--- src/pipe_pkg.sv ---
// shared widths, opcodes, ALU codes and stage payloads; every RTL file refers here by scope
`default_nettype none

package pipe_pkg;

    localparam int xlen = 64;

    typedef logic [xlen-1:0] word_t;
    typedef logic [31:0]     inst_t;
    typedef logic [4:0]      reg_addr_t;

    localparam word_t reset_pc = '0;

    // major opcodes of the supported subset
    localparam logic [6:0] op_imm    = 7'b0010011;
    localparam logic [6:0] op_reg    = 7'b0110011;
    localparam logic [6:0] op_lui    = 7'b0110111;
    localparam logic [6:0] op_branch = 7'b1100011;
    localparam logic [6:0] op_jal    = 7'b1101111;

    typedef enum logic [3:0] {
        alu_add,
        alu_sub,
        alu_and,
        alu_or,
        alu_xor,
        alu_slt,
        alu_pass_b,
        alu_branch_eq,
        alu_branch_ne,
        alu_link
    } alu_op_e;

    typedef struct packed {
        word_t pc;
        inst_t inst;
    } if_id_t;

    // base and offset only matter for branches and jal
    typedef struct packed {
        word_t     pc;
        word_t     op1;
        word_t     op2;
        word_t     base;
        word_t     offset;
        alu_op_e   alu_op;
        reg_addr_t rd;
        logic      rd_wen;
    } id_ex_t;

    // also carried from memory to write-back
    typedef struct packed {
        word_t     pc;
        reg_addr_t rd;
        logic      rd_wen;
        word_t     result;
    } ex_mem_t;

endpackage

`default_nettype wire

--- src/id.sv ---
// decode stage, turning one fetched instruction into operands and an ALU operation for execute
`timescale 1ns/100ps
`default_nettype none

module id (
    input  pipe_pkg::if_id_t    if_id_i,
    output pipe_pkg::reg_addr_t rs1_addr_o,
    output pipe_pkg::reg_addr_t rs2_addr_o,
    input  pipe_pkg::word_t     rs1_data_i,
    input  pipe_pkg::word_t     rs2_data_i,
    output pipe_pkg::id_ex_t    id_ex_o
);

    pipe_pkg::inst_t inst;
    pipe_pkg::word_t imm_i;
    pipe_pkg::word_t imm_u;
    pipe_pkg::word_t imm_b;
    pipe_pkg::word_t imm_j;
    logic [2:0]      funct3;
    logic [6:0]      funct7;

    assign inst   = if_id_i.inst;
    assign funct3 = inst[14:12];
    assign funct7 = inst[31:25];

    assign rs1_addr_o = inst[19:15];
    assign rs2_addr_o = inst[24:20];

    // sign-extended immediates of the four formats in use
    assign imm_i = {{52{inst[31]}}, inst[31:20]};
    assign imm_u = {{32{inst[31]}}, inst[31:12], 12'b0};
    assign imm_b = {{52{inst[31]}}, inst[7], inst[30:25], inst[11:8], 1'b0};
    assign imm_j = {{44{inst[31]}}, inst[19:12], inst[20], inst[30:21], 1'b0};

    always_comb begin
        id_ex_o        = '0;
        id_ex_o.pc     = if_id_i.pc;
        id_ex_o.rd     = inst[11:7];
        id_ex_o.alu_op = pipe_pkg::alu_add;
        case (inst[6:0])
            pipe_pkg::op_imm: begin
                id_ex_o.op1    = rs1_data_i;
                id_ex_o.op2    = imm_i;
                id_ex_o.rd_wen = 1'b1;
                case (funct3)
                    3'b000: id_ex_o.alu_op = pipe_pkg::alu_add;
                    3'b100: id_ex_o.alu_op = pipe_pkg::alu_xor;
                    3'b110: id_ex_o.alu_op = pipe_pkg::alu_or;
                    3'b111: id_ex_o.alu_op = pipe_pkg::alu_and;
                    default: id_ex_o.rd_wen = 1'b0;
                endcase
            end
            pipe_pkg::op_reg: begin
                id_ex_o.op1    = rs1_data_i;
                id_ex_o.op2    = rs2_data_i;
                id_ex_o.rd_wen = 1'b1;
                case ({funct7, funct3})
                    10'b0000000_000: id_ex_o.alu_op = pipe_pkg::alu_add;
                    10'b0100000_000: id_ex_o.alu_op = pipe_pkg::alu_sub;
                    10'b0000000_100: id_ex_o.alu_op = pipe_pkg::alu_xor;
                    10'b0000000_110: id_ex_o.alu_op = pipe_pkg::alu_or;
                    10'b0000000_111: id_ex_o.alu_op = pipe_pkg::alu_and;
                    10'b0000000_010: id_ex_o.alu_op = pipe_pkg::alu_slt;
                    default: id_ex_o.rd_wen = 1'b0;
                endcase
            end
            pipe_pkg::op_lui: begin
                id_ex_o.op2    = imm_u;
                id_ex_o.alu_op = pipe_pkg::alu_pass_b;
                id_ex_o.rd_wen = 1'b1;
            end
            pipe_pkg::op_branch: begin
                id_ex_o.op1    = rs1_data_i;
                id_ex_o.op2    = rs2_data_i;
                id_ex_o.base   = if_id_i.pc;
                id_ex_o.offset = imm_b;
                // other compare kinds fall through as a plain no-op
                if (funct3 == 3'b000) begin
                    id_ex_o.alu_op = pipe_pkg::alu_branch_eq;
                end else if (funct3 == 3'b001) begin
                    id_ex_o.alu_op = pipe_pkg::alu_branch_ne;
                end
            end
            pipe_pkg::op_jal: begin
                id_ex_o.base   = if_id_i.pc;
                id_ex_o.offset = imm_j;
                id_ex_o.alu_op = pipe_pkg::alu_link;
                id_ex_o.rd_wen = 1'b1;
            end
            default: id_ex_o.rd_wen = 1'b0;
        endcase
    end

endmodule

`default_nettype wire

--- config.mk ---
export PLATFORM = sky130hd
export DESIGN_NAME = id
export DESIGN_NICKNAME = d
export VERILOG_FILES = /design/src/pipe_pkg.sv /design/src/id.sv
export SDC_FILE = /design/constraint.sdc
export NUM_CORES = 1
export LEC_CHECK = 0
export BUFFER_PORTS_ARGS = -buffer_cell sky130_fd_sc_hd__buf_2
export CAP_MARGIN = 10
export CORE_AREA = 2 2 218 220
export DETAILED_ROUTE_END_ITERATION = 10
export DIE_AREA = 0 0 220 222
export GPL_ROUTABILITY_DRIVEN = 0
export GPL_TIMING_DRIVEN = 0
export PLACE_DENSITY_LB_ADDON = 0.25
export SYNTH_ARGS = -nofsm -noshare
export SYNTH_HDL_FRONTEND = slang
export SYNTH_SLANG_ARGS = --single-unit
--- constraint.sdc ---
create_clock -name vclk -period 2.6
set_input_delay 0.26 -clock vclk [all_inputs]
set_output_delay 0.26 -clock vclk [all_outputs]
set_load 0.1 [all_outputs]
==> key figures, run 1 <==
Run status
  – Outcome: finished clean

Worst setup path
  – Crit. End Element: primary output
  – Worst-path maximum fanout: 10
  – Crit start category: input port
  – Data required, critical path: between 2000 and 2500 ps
  – Crit path DAT: about 2300 ps
  – Crit path kind: in -> out

Logic synthesis
  – Simple-gate share of the synthesized area: a little under two fifths
  – Area fraction in compound gates after synthesis: between 20% and 30%
  – Xor/xnor share of the synthesized area: roughly 1.2%
  – Yosys warning count: 0
  – Combinational family with the most area after synthesis: simple AND/OR/NAND/NOR gates
  – Largest cells by area after synthesis: buf_4 32%, and2_1 28%, a21o_1 10%
  – Sequential element share of the synthesized area: 0%
  – Mux contribution to synthesized area: less than 1%
  – Adder-Cell Fraction of Synth Area: 0%
  – Top-area cell type share of the netlist area: between 30% and 40%
  – Syn_area_per_cell: between 7 and 8 um2
  – Cells after synthesis: 420
  – Yosys cell types: 42
  – Synth Net Count: 644
  – Cell taking the most area after synthesis: buf_4
  – Mapped Area: 3012 um2

Global routing
  – Largest net degree at the start of global routing: 14
  – Overall Global Routing Usage: under 10%
  – Grt total ovfl: 0
  – First-pass GRT wire length: roughly 30 mm
  – Antenna violations before repair: 3
  – Vias in the first global route: roughly 4800

STA
  – Min Tclk post-route: between 2000 and 3000 ps
  – Hold Vio Cnt, Final: 0
  – Setup-violating endpoint count in the final report: 0
  – Max Slew Vio Count: 0
  – Hold_ws: about 970 ps
  – Worst-Margin Slew: 696.0 ps
  – RSZ-0062 raised after global routing: false
  – Final Cycle Share: between 90% and 100%
  – Slew HR: 53.43%
  – Max Clk Rate: between 300 and 400 MHz

Routing
  – Final wirelength: 23.09 mm
  – Post-route DRC: 0
  – Vias per cell: ~3.2
  – Router iterations before antenna repair: 6
  – Antenna Violating Nets Remaining: 0
  – Iter 0 DRT Violations: around 150
  – Vias: around 5000
  – Wire length per cell: between 10 and 15 um

Placement
  – HPWL Detailed: ~20 mm
  – Placed cell areas: 6575 um2
  – Port bufs: roughly 560

Worst hold path
  – Hold Path Depth: 3
  – Critical hold path startpoint: if_id_i[56]
  – Hold worst-path end: id_ex_o[98]
  – Hold Path Class: in -> out

Layout
  – Most frequent cells in the layout: 464 x buf_2, 214 x buf_4, 134 x and2_1, 42 x a21o_1, 21 x clkbuf_4
  – Final Net Count: 1210
  – P&R area growth vs syn: 130.0%
  – Seq_cells: 0
  – Fin area: slightly below 7000 um2
  – # fillers: approximately 5400
  – Sequential cell area: 0 um2
  – # clk buffers: 0
  – Share of layout cells above drive strength 1: approximately three quarters
  – Most common cell after layout, fill and taps aside: buf_2

Die
  – Row count: 79
  – Io pins: 564
  – Initial core utilization: 6.510%
  – Die Wd: 220 um
  – Core ar.: roughly 46000 um2
  – Die Y: approximately 220 um
  – Die ar.: slightly below 50000 um2

Power
  – LEAKAGE: ~4.5 nW
  – Total Power: about 0.0012 W
  – IR drop worst, VDD: 0.1138 mV
  – Power per cell area: 179.2 nW/um2

Job
  – Max-cap viol count: 0
==> critical path, stage by stage <==
cell and delay (ps):
buf_2 170, nand4bb_4 320, nor3_2 430, buf_2 370, a22o_1 240, buf_2 450
==> power by group <==
part	leakage, nW	switching (W)	internal, W
clock	0.0000130	0	0.00000000000420
combinational	4.54	0.000935	0.000306
sequential	0	0	0
total	4.54	0.000935	0.000306
==> what timing repair did <==
| action | CTS | global route |
|---|---|---|
| pin swaps | 3 | 1 |
| buffers inserted | 2 | 1 |
| resized for setup | 93 | 28 |
| endpoints found under the setup margin | 113 | 63 |
| hold buffers | 0 | 0 |
| cloned | 3 | 0 |
==> logic make-up (layout without fill, tap and decap cells) <==
family,Yosys count,after routing
xor+xnor,4,4
other cells,1,4
mux,1,1
buf+inv,157,718
simple gates,167,170
compound gates,90,90
==> metrics by stage <==
step                      TNS [ps]  util (%)  std cells  setup WS [ps]
after global placement      -70620     14.21       1585          -1192
after detailed placement    -76280     14.21       1585          -1267
after CTS                        0     14.80       1590          2.744
after global routing             0     14.96       1591          3.031
after floorplan             -78.93         -        420         -78.93
final                            0     14.97       1594          88.74
==> layer usage <==
| metal | GRT usage (%) | routed length, um | share of wire [%] | vias to the layer above |
|---|---|---|---|---|
| li1 | - | - | - | 2433 |
| met1 | 9.407 | 9037 | 39 | 2314 |
| met2 | 16.94 | 12200 | 53 | 337 |
| met3 | 0.6722 | 1617 | 7.0 | 8 |
| met4 | 0.7361 | 224 | 0.97 | 2 |
| met5 | 0 | 13 | 0.056 | - |
==> final cells by class <==
cell class / instances / area (um2) / area share (%)
diodes: 3 / 7.507 / 0.1084
plain buffers: 157 / 1119 / 16.15
multi-input cells: 266 / 1953 / 28.20
well taps: 607 / 759.5 / 10.96
repair buffers: 561 / 3088 / 44.58
==> worst max-delay path by stage <==
stage / startpoint / end / slack, ps / depth (start not counted)
CTS: if_id_i[4] / id_ex_o[112] / 3 / 8
global placement: if_id_i[4] / id_ex_o[69] / -1190 / 7
floorplan: if_id_i[2] / id_ex_o[8] / -80 / 5
global route: if_id_i[2] / id_ex_o[146] / 3 / 6
detailed placement: if_id_i[4] / id_ex_o[62] / -1270 / 7
finish: if_id_i[2] / id_ex_o[148] / 90 / 6
==> synth_stat cells <==
| master | n |
|---|---|
| a31o_2 | 1 |
| nand4bb_4 | 1 |
| nor4_1 | 3 |
| a22oi_1 | 1 |
| buf_2 | 10 |
| nor3_1 | 3 |
| clkbuf_1 | 16 |
| o21bai_1 | 1 |
| a221o_2 | 1 |
| and2_2 | 1 |
| and3_1 | 1 |
| or2_2 | 1 |
| or3_1 | 2 |
| a22o_1 | 15 |
| xor2_1 | 3 |
| nand3b_1 | 2 |
| buf_4 | 128 |
| a21oi_4 | 1 |
| nand2b_1 | 1 |
| o22ai_1 | 1 |
| nor4bb_4 | 1 |
| a221o_1 | 18 |
| nor4b_4 | 1 |
| a22o_2 | 1 |
| nand3b_2 | 1 |
| a211o_1 | 1 |
| and2_1 | 135 |
| o31ai_1 | 1 |
| xnor2_1 | 1 |
| o21ai_0 | 3 |
| o32ai_1 | 1 |
| nand3_1 | 1 |
| nand2_1 | 5 |
| nor2_1 | 4 |
| conb_1 | 1 |
| nor3_4 | 2 |
| nor3_2 | 1 |
| a21oi_1 | 2 |
| a21o_1 | 42 |
| or4_4 | 1 |
| buf_6 | 3 |
| mux2_2 | 1 |
Power figures use the tool's default switching activity.
==> run 2, diff against run 1 <==
--- a/config.mk
+++ b/config.mk
@@ -5,11 +5,12 @@
 export SDC_FILE = /design/constraint.sdc
 export NUM_CORES = 1
 export LEC_CHECK = 0
+export ABC_AREA = 1
 export BUFFER_PORTS_ARGS = -buffer_cell sky130_fd_sc_hd__buf_2
 export CAP_MARGIN = 10
-export CORE_AREA = 2 2 218 220
+export CORE_AREA = 2 2 221 223
 export DETAILED_ROUTE_END_ITERATION = 10
-export DIE_AREA = 0 0 220 222
+export DIE_AREA = 0 0 223 225
 export GPL_ROUTABILITY_DRIVEN = 0
 export GPL_TIMING_DRIVEN = 0
 export PLACE_DENSITY_LB_ADDON = 0.25
==> key figures, run 2 <==
Global routing
  – First-pass GRT wire length: 34.64 mm (+15%)
  – Largest net degree at the start of global routing: 14 (unchanged)
  – Grt total ovfl: 0 (unchanged)
  – Antenna violations before repair: 3 (unchanged)
  – Vias in the first global route: 5161 (+7.6%)
  – Overall Global Routing Usage: 9.307% (+1.0 points)

Die
  – Core ar.: 47550 um2 (+2.8%)
  – Row count: 80 (+1.3%)
  – Die Wd: 223 um (+1.4%)
  – Die Y: 225 um (+1.4%)
  – Die ar.: 50180 um2 (+2.7%)
  – Initial core utilization: 6.742% (+0.23 points)
  – Io pins: 564 (unchanged)

Layout
  – # fillers: 5666 (+4.6%)
  – Most frequent cells in the layout: 522 x buf_2, 165 x buf_4, 159 x inv_1, 149 x nor2_1, 113 x nand2_1
  – P&R area growth vs syn: 123.8%
  – Most common cell after layout, fill and taps aside: buf_2
  – Share of layout cells above drive strength 1: 59.60% (-15 points)
  – Final Net Count: 1466 (+21%)
  – # clk buffers: 0 (unchanged)
  – Seq_cells: 0 (unchanged)
  – Sequential cell area: 0 um2 (unchanged)

STA
  – Worst-Margin Slew: 943.4 ps (+247.4 ps)
  – Max Clk Rate: 403.9 MHz (+1.4%)
  – Hold Vio Cnt, Final: 0 (unchanged)
  – Min Tclk post-route: 2476 ps (-35.70 ps)
  – RSZ-0062 raised after global routing: false
  – Hold_ws: 965.7 ps (-4.736 ps)
  – Max Slew Vio Count: 0 (unchanged)
  – Setup-violating endpoint count in the final report: 0 (unchanged)
  – Final Cycle Share: 95.21% (-1.4 points)
  – Slew HR: 37.10% (-16 points)

Logic synthesis
  – Top-area cell type share of the netlist area: 30.21% (-1.7 points)
  – Synth Net Count: 889 (+38%)
  – Sequential element share of the synthesized area: 0% (unchanged)
  – Syn_area_per_cell: 4.820 um2 (-33%)
  – Cell taking the most area after synthesis: buf_4
  – Largest cells by area after synthesis: buf_4 30%, inv_1 19%, nor2_1 18%
  – Top cells by count, synth: 160 x inv_1, 150 x nor2_1, 129 x buf_4
  – Cells after synthesis: 665 (+58%)
  – Count leader, synth: inv_1
  – Mapped Area: 3206 um2 (+6.4%)
  – Yosys warning count: 0 (unchanged)
  – Yosys cell types: 20 (-52%)

Routing
  – Post-route DRC: 0 (unchanged)
  – Final wirelength: 26.24 mm (+14%)
  – Vias per cell: 3.099 (-3.0%)
  – Iter 0 DRT Violations: 216 (+42%)
  – Router iterations before antenna repair: 5 (-1)
  – Wire length per cell: 14.14 um (-2.4%)
  – Vias: 5752 (+13%)
  – Antenna Violating Nets Remaining: 0 (unchanged)

Worst setup path
  – Worst-path maximum fanout: 10 (unchanged)
  – Crit path kind: in -> out
  – Crit-path cells: buf_2 > nand2_8 > nor3_4 > nand2_2 > nand2_2 > buf_6 > buf_4 > nand2_1 > o21ai_0 > buf_2
  – Data required, critical path: 2340 ps (about the same)
  – Crit start category: input port
  – Worst Path Buf+Inv: 4 (+1)
  – Crit. End Element: primary output
  – Critical Path Max Stage Delay: 480 ps (+30 ps)
  – Crit path DAT: 2220 ps (-30 ps)
  – Critical path's slowest cell: buf_2
  – CP startpoint: if_id_i[1]
  – Top cell family by delay on the critical path: buffers and inverters

Job
  – Max-cap viol count: 0 (unchanged)

Worst hold path
  – Critical hold path startpoint: rs1_data_i[1]
  – Hold Path Class: in -> out

Placement
  – Port bufs: 563 (+0.90%)
  – HPWL Detailed: 22.59 mm (+13%)

Run status
  – Outcome: finished clean
-- run 2: changes by cell type after synthesis, moves of 5 or more --
cell and change:
nor2_1 +146, a21o_1 -42, nand2_1 +110, a21oi_1 +16, o21ai_1 +13, o21ai_0 +25, clkbuf_1 -13, a221o_1 -18
nand3_1 +8, a22o_1 -15, inv_1 +160, buf_6 +5, and2_1 -135
-- run 2: path summary, 6_finish.rpt --
path / endpoint / slack, ps / depth (start not counted)
worst max-delay path: id_ex_o[141] / 120 / 10
worst min-delay path: id_ex_o[203] / 970 / 4
-- run 2: layer usage --
layer / track usage [%] / vias up / wire length (um)
met5: 0 / - / 27
met4: 0.2381 / 4 / 83
met3: 1.291 / 10 / 1652
met2: 17.54 / 239 / 13630
met1: 11.77 / 2566 / 10850
li1: - / 2933 / -
-- run 2: worst min-delay path: stages --
cell and delay, ps:
buf_2 90, inv_1 40, nor2_1 30, buf_2 280
-- run 2: stage by stage --
stage          std cells  area, um2  setup WS (ps)  TNS, ps  util, %
3_3_place_gp        1843       6888          -1048   -45340    14.49
4_1_cts             1854       7132          5.039        0    15.00
3_5_place_dp        1843       6888          -1092   -47480    14.49
6_report            1856       7176          124.4        0    15.09
5_1_grt             1855       7173          1.268        0    15.09
2_1_floorplan        665       3301         -616.2   -12840        -
-- run 2: timing repair --
action	CTS	global route
pin swaps	5	1
hold buffers	0	0
endpoints found under the hold margin	0	0
setup buffers	8	1
endpoints found under the setup margin	66	31
resized for setup	48	11
cloned	3	0
-- run 2: cell type report --
| class | count | area [um2] | share of cell area (%) |
|---|---|---|---|
| Antenna cell | 1 | 2.502 | 0.03487 |
| Buffer | 151 | 1195 | 16.65 |
| Inverter | 163 | 614.3 | 8.561 |
| Multi-Input combinational cell | 354 | 1529 | 21.31 |
| Tap cell | 615 | 769.5 | 10.72 |
| Timing Repair Buffer | 572 | 3065 | 42.72 |
-- run 2: kinds of logic (layout without fill, tap and decap cells) --
kind of cell	after synthesis	count (layout)	synth area share, %
other	1	2	0.1170
AOI/OAI and AO/OA	62	62	9.953
buffers and inverters	314	886	54.18
and+or+nand+nor	288	291	35.75
==> run 3, diff against run 2 <==
--- a/config.mk
+++ b/config.mk
@@ -13,7 +13,7 @@
 export DIE_AREA = 0 0 223 225
 export GPL_ROUTABILITY_DRIVEN = 0
 export GPL_TIMING_DRIVEN = 0
-export PLACE_DENSITY_LB_ADDON = 0.25
+export PLACE_DENSITY = 0.38
 export SYNTH_ARGS = -nofsm -noshare
 export SYNTH_HDL_FRONTEND = slang
 export SYNTH_SLANG_ARGS = --single-unit
==> key figures, run 3 (synthesis gave the netlist of run 2 again) <==
Worst setup path
  – Crit path kind: in -> out
  – Crit path DAT: 2210 ps (about the same)
  – Critical Path Sink: id_ex_o[87]
  – Crit. End Element: primary output
  – Worst-path maximum fanout: 10 (unchanged)
  – Crit start category: input port
  – Data required, critical path: 2340 ps (about the same)
  – CP startpoint: if_id_i[3]

STA
  – Min Tclk post-route: 2472 ps (-4.043 ps)
  – Max Slew Vio Count: 0 (unchanged)
  – Slew HR: 37.33% (+0.22 points)
  – Final Cycle Share: 95.06% (-0.16 points)
  – Worst-Margin Slew: 940.1 ps (-3.352 ps)
  – Max Clk Rate: 404.6 MHz (+0.16%)
  – Setup-violating endpoint count in the final report: 0 (unchanged)
  – RSZ-0062 raised after global routing: false
  – Hold Vio Cnt, Final: 0 (unchanged)

Global routing
  – Largest net degree at the start of global routing: 14 (unchanged)
  – Grt total ovfl: 0 (unchanged)
  – First-pass GRT wire length: 35.25 mm (+1.8%)
  – Antenna violations before repair: 2 (-1)
  – Overall Global Routing Usage: 9.574% (+0.27 points)
  – Vias in the first global route: 5151 (-0.19%)

Routing
  – Router iterations before antenna repair: 5 (unchanged)
  – Post-route DRC: 0 (unchanged)
  – Antenna Violating Nets Remaining: 0 (unchanged)
  – Vias per cell: 3.108 (+0.29%)
  – Vias: 5775 (+0.40%)
  – Final wirelength: 27.02 mm (+3.0%)
  – Iter 0 DRT Violations: 273 (+26%)
  – Wire length per cell: 14.54 um (+2.9%)

Die
  – Io pins: 564 (unchanged)
  – Row count: 80 (unchanged)
  – Die Y: 225 um (unchanged)
  – Die Wd: 223 um (unchanged)
  – Core ar.: 47550 um2 (unchanged)
  – Die ar.: 50180 um2 (unchanged)
  – Initial core utilization: 6.742% (unchanged)

Layout
  – Post-Layout Cell Count: 1858 (+0.11%)
  – P&R area growth vs syn: 124.3%
  – Layout Utilization: 15.12% (+0.032 points)
  – Share of layout cells above drive strength 1: 59.79% (+0.19 points)
  – Seq_cells: 0 (unchanged)
  – Final Net Count: 1467 (+0.068%)
  – Sequential cell area: 0 um2 (unchanged)
  – Most common cell after layout, fill and taps aside: buf_2
  – Most frequent cells in the layout: 525 x buf_2, 165 x buf_4, 159 x inv_1, 149 x nor2_1, 113 x nand2_1
  – Fin area: 7191 um2 (+0.21%)
  – # clk buffers: 0 (unchanged)

Power
  – Switching Share: 76.43%
  – Clock power frac: 0%
  – Comb pwr share: 100.0%
  – Internal Power: roughly 0.00030 W
  – Reg power frac: 0%
  – Power per cell area: approximately 180 nW/um2
  – Net Sw Power: between 0.0009 and 0.001 W
  – LEAKAGE: around 5.2 nW
  – IR drop worst, VDD: 0.08025 mV

Placement
  – Placed Instances: 1843 (unchanged)
  – Port bufs: 563 (unchanged)
  – HPWL Detailed: 23.34 mm (+3.3%)
  – Placed cell areas: 6888 um2 (unchanged)

Clock tree
  – Hold_buf cts: 0 (unchanged)

Worst hold path
  – Critical hold path startpoint: rs1_data_i[52]
  – Hold Path Class: in -> out

Run status
  – Outcome: finished clean

Job
  – Max-cap viol count: 0 (unchanged)
[run 3: cell types whose count changed in the layout (fill, tap and decap cells not counted)]
cell / delta
clkbuf_1: -1
o21ai_1: -1
clkbuf_4: -4
buf_2: +3
diode_2: +1
o21ai_2: +1
buf_6: +2
clkbuf_2: +1
[run 3: how the worst min path moves through the flow]
stage / end / depth (start not counted) / slack, ps
floorplan: id_ex_o[1] / 1 / 730
finish: id_ex_o[254] / 4 / 960
global route: id_ex_o[217] / 4 / 980
CTS: id_ex_o[224] / 4 / 970
detailed placement: id_ex_o[224] / 4 / 970
global placement: id_ex_o[222] / 4 / 970
[run 3: final cells by class]
class	instances	area, um2
Antenna cell	2	5.005
Buffer	151	1200
Fill cell	5635	40360
Inverter	163	614.3
Multi-Input combinational cell	354	1533
Tap cell	615	769.5
Timing Repair Buffer	573	3069
[run 3: worst max-delay path, stage by stage]
cell,delay [ps]
buf_2,120
inv_1,40
nor3_1,250
nand2_2,250
inv_2,220
nor2_4,80
buf_4,160
buf_6,140
nor2_1,200
buf_2,470
[run 3: power by group through the flow]
stage / sequential [W] / clock, W / combinational (W)
3_3_place_gp: 0 / 0 / 0.00129
2_1_floorplan: 0 / 0 / 0.000950
6_report: 0 / 0.0000000000734 / 0.00129
5_1_grt: 0 / 0 / 0.00135
4_1_cts: 0 / 0 / 0.00130
3_5_place_dp: 0 / 0 / 0.00129
[run 3: per-stage QoR]
stage / hold WS [ps] / total power, W / worst slack [ps] / TNS, ps
finish: 964.8 / 0.001292 / 128.5 / 0
global route: 977.3 / 0.001348 / 3.050 / 0
CTS: 967.0 / 0.001299 / 2.615 / 0
detailed placement: 965.6 / 0.001286 / -1048 / -45930
global placement: 966.8 / 0.001286 / -935.8 / -40570
floorplan: 731.5 / 0.0009504 / -616.2 / -12840
[run 3: timing repair]
action | CTS | global route
pin swaps | 6 | 1
gates resized for setup | 53 | 5
endpoints found under the setup margin | 65 | 49
buffers inserted | 8 | 2
cloned | 3 | 0
[run 3: layer usage]
| metal | up-vias | track usage, % | part of all wire (%) |
|---|---|---|---|
| li1 | 2938 | - | - |
| met1 | 2543 | 12.24 | 42 |
| met2 | 282 | 17.71 | 51 |
| met3 | 12 | 1.069 | 6.0 |
| met4 | 0 | 1.018 | 1.1 |
| met5 | - | 0 | 0 |
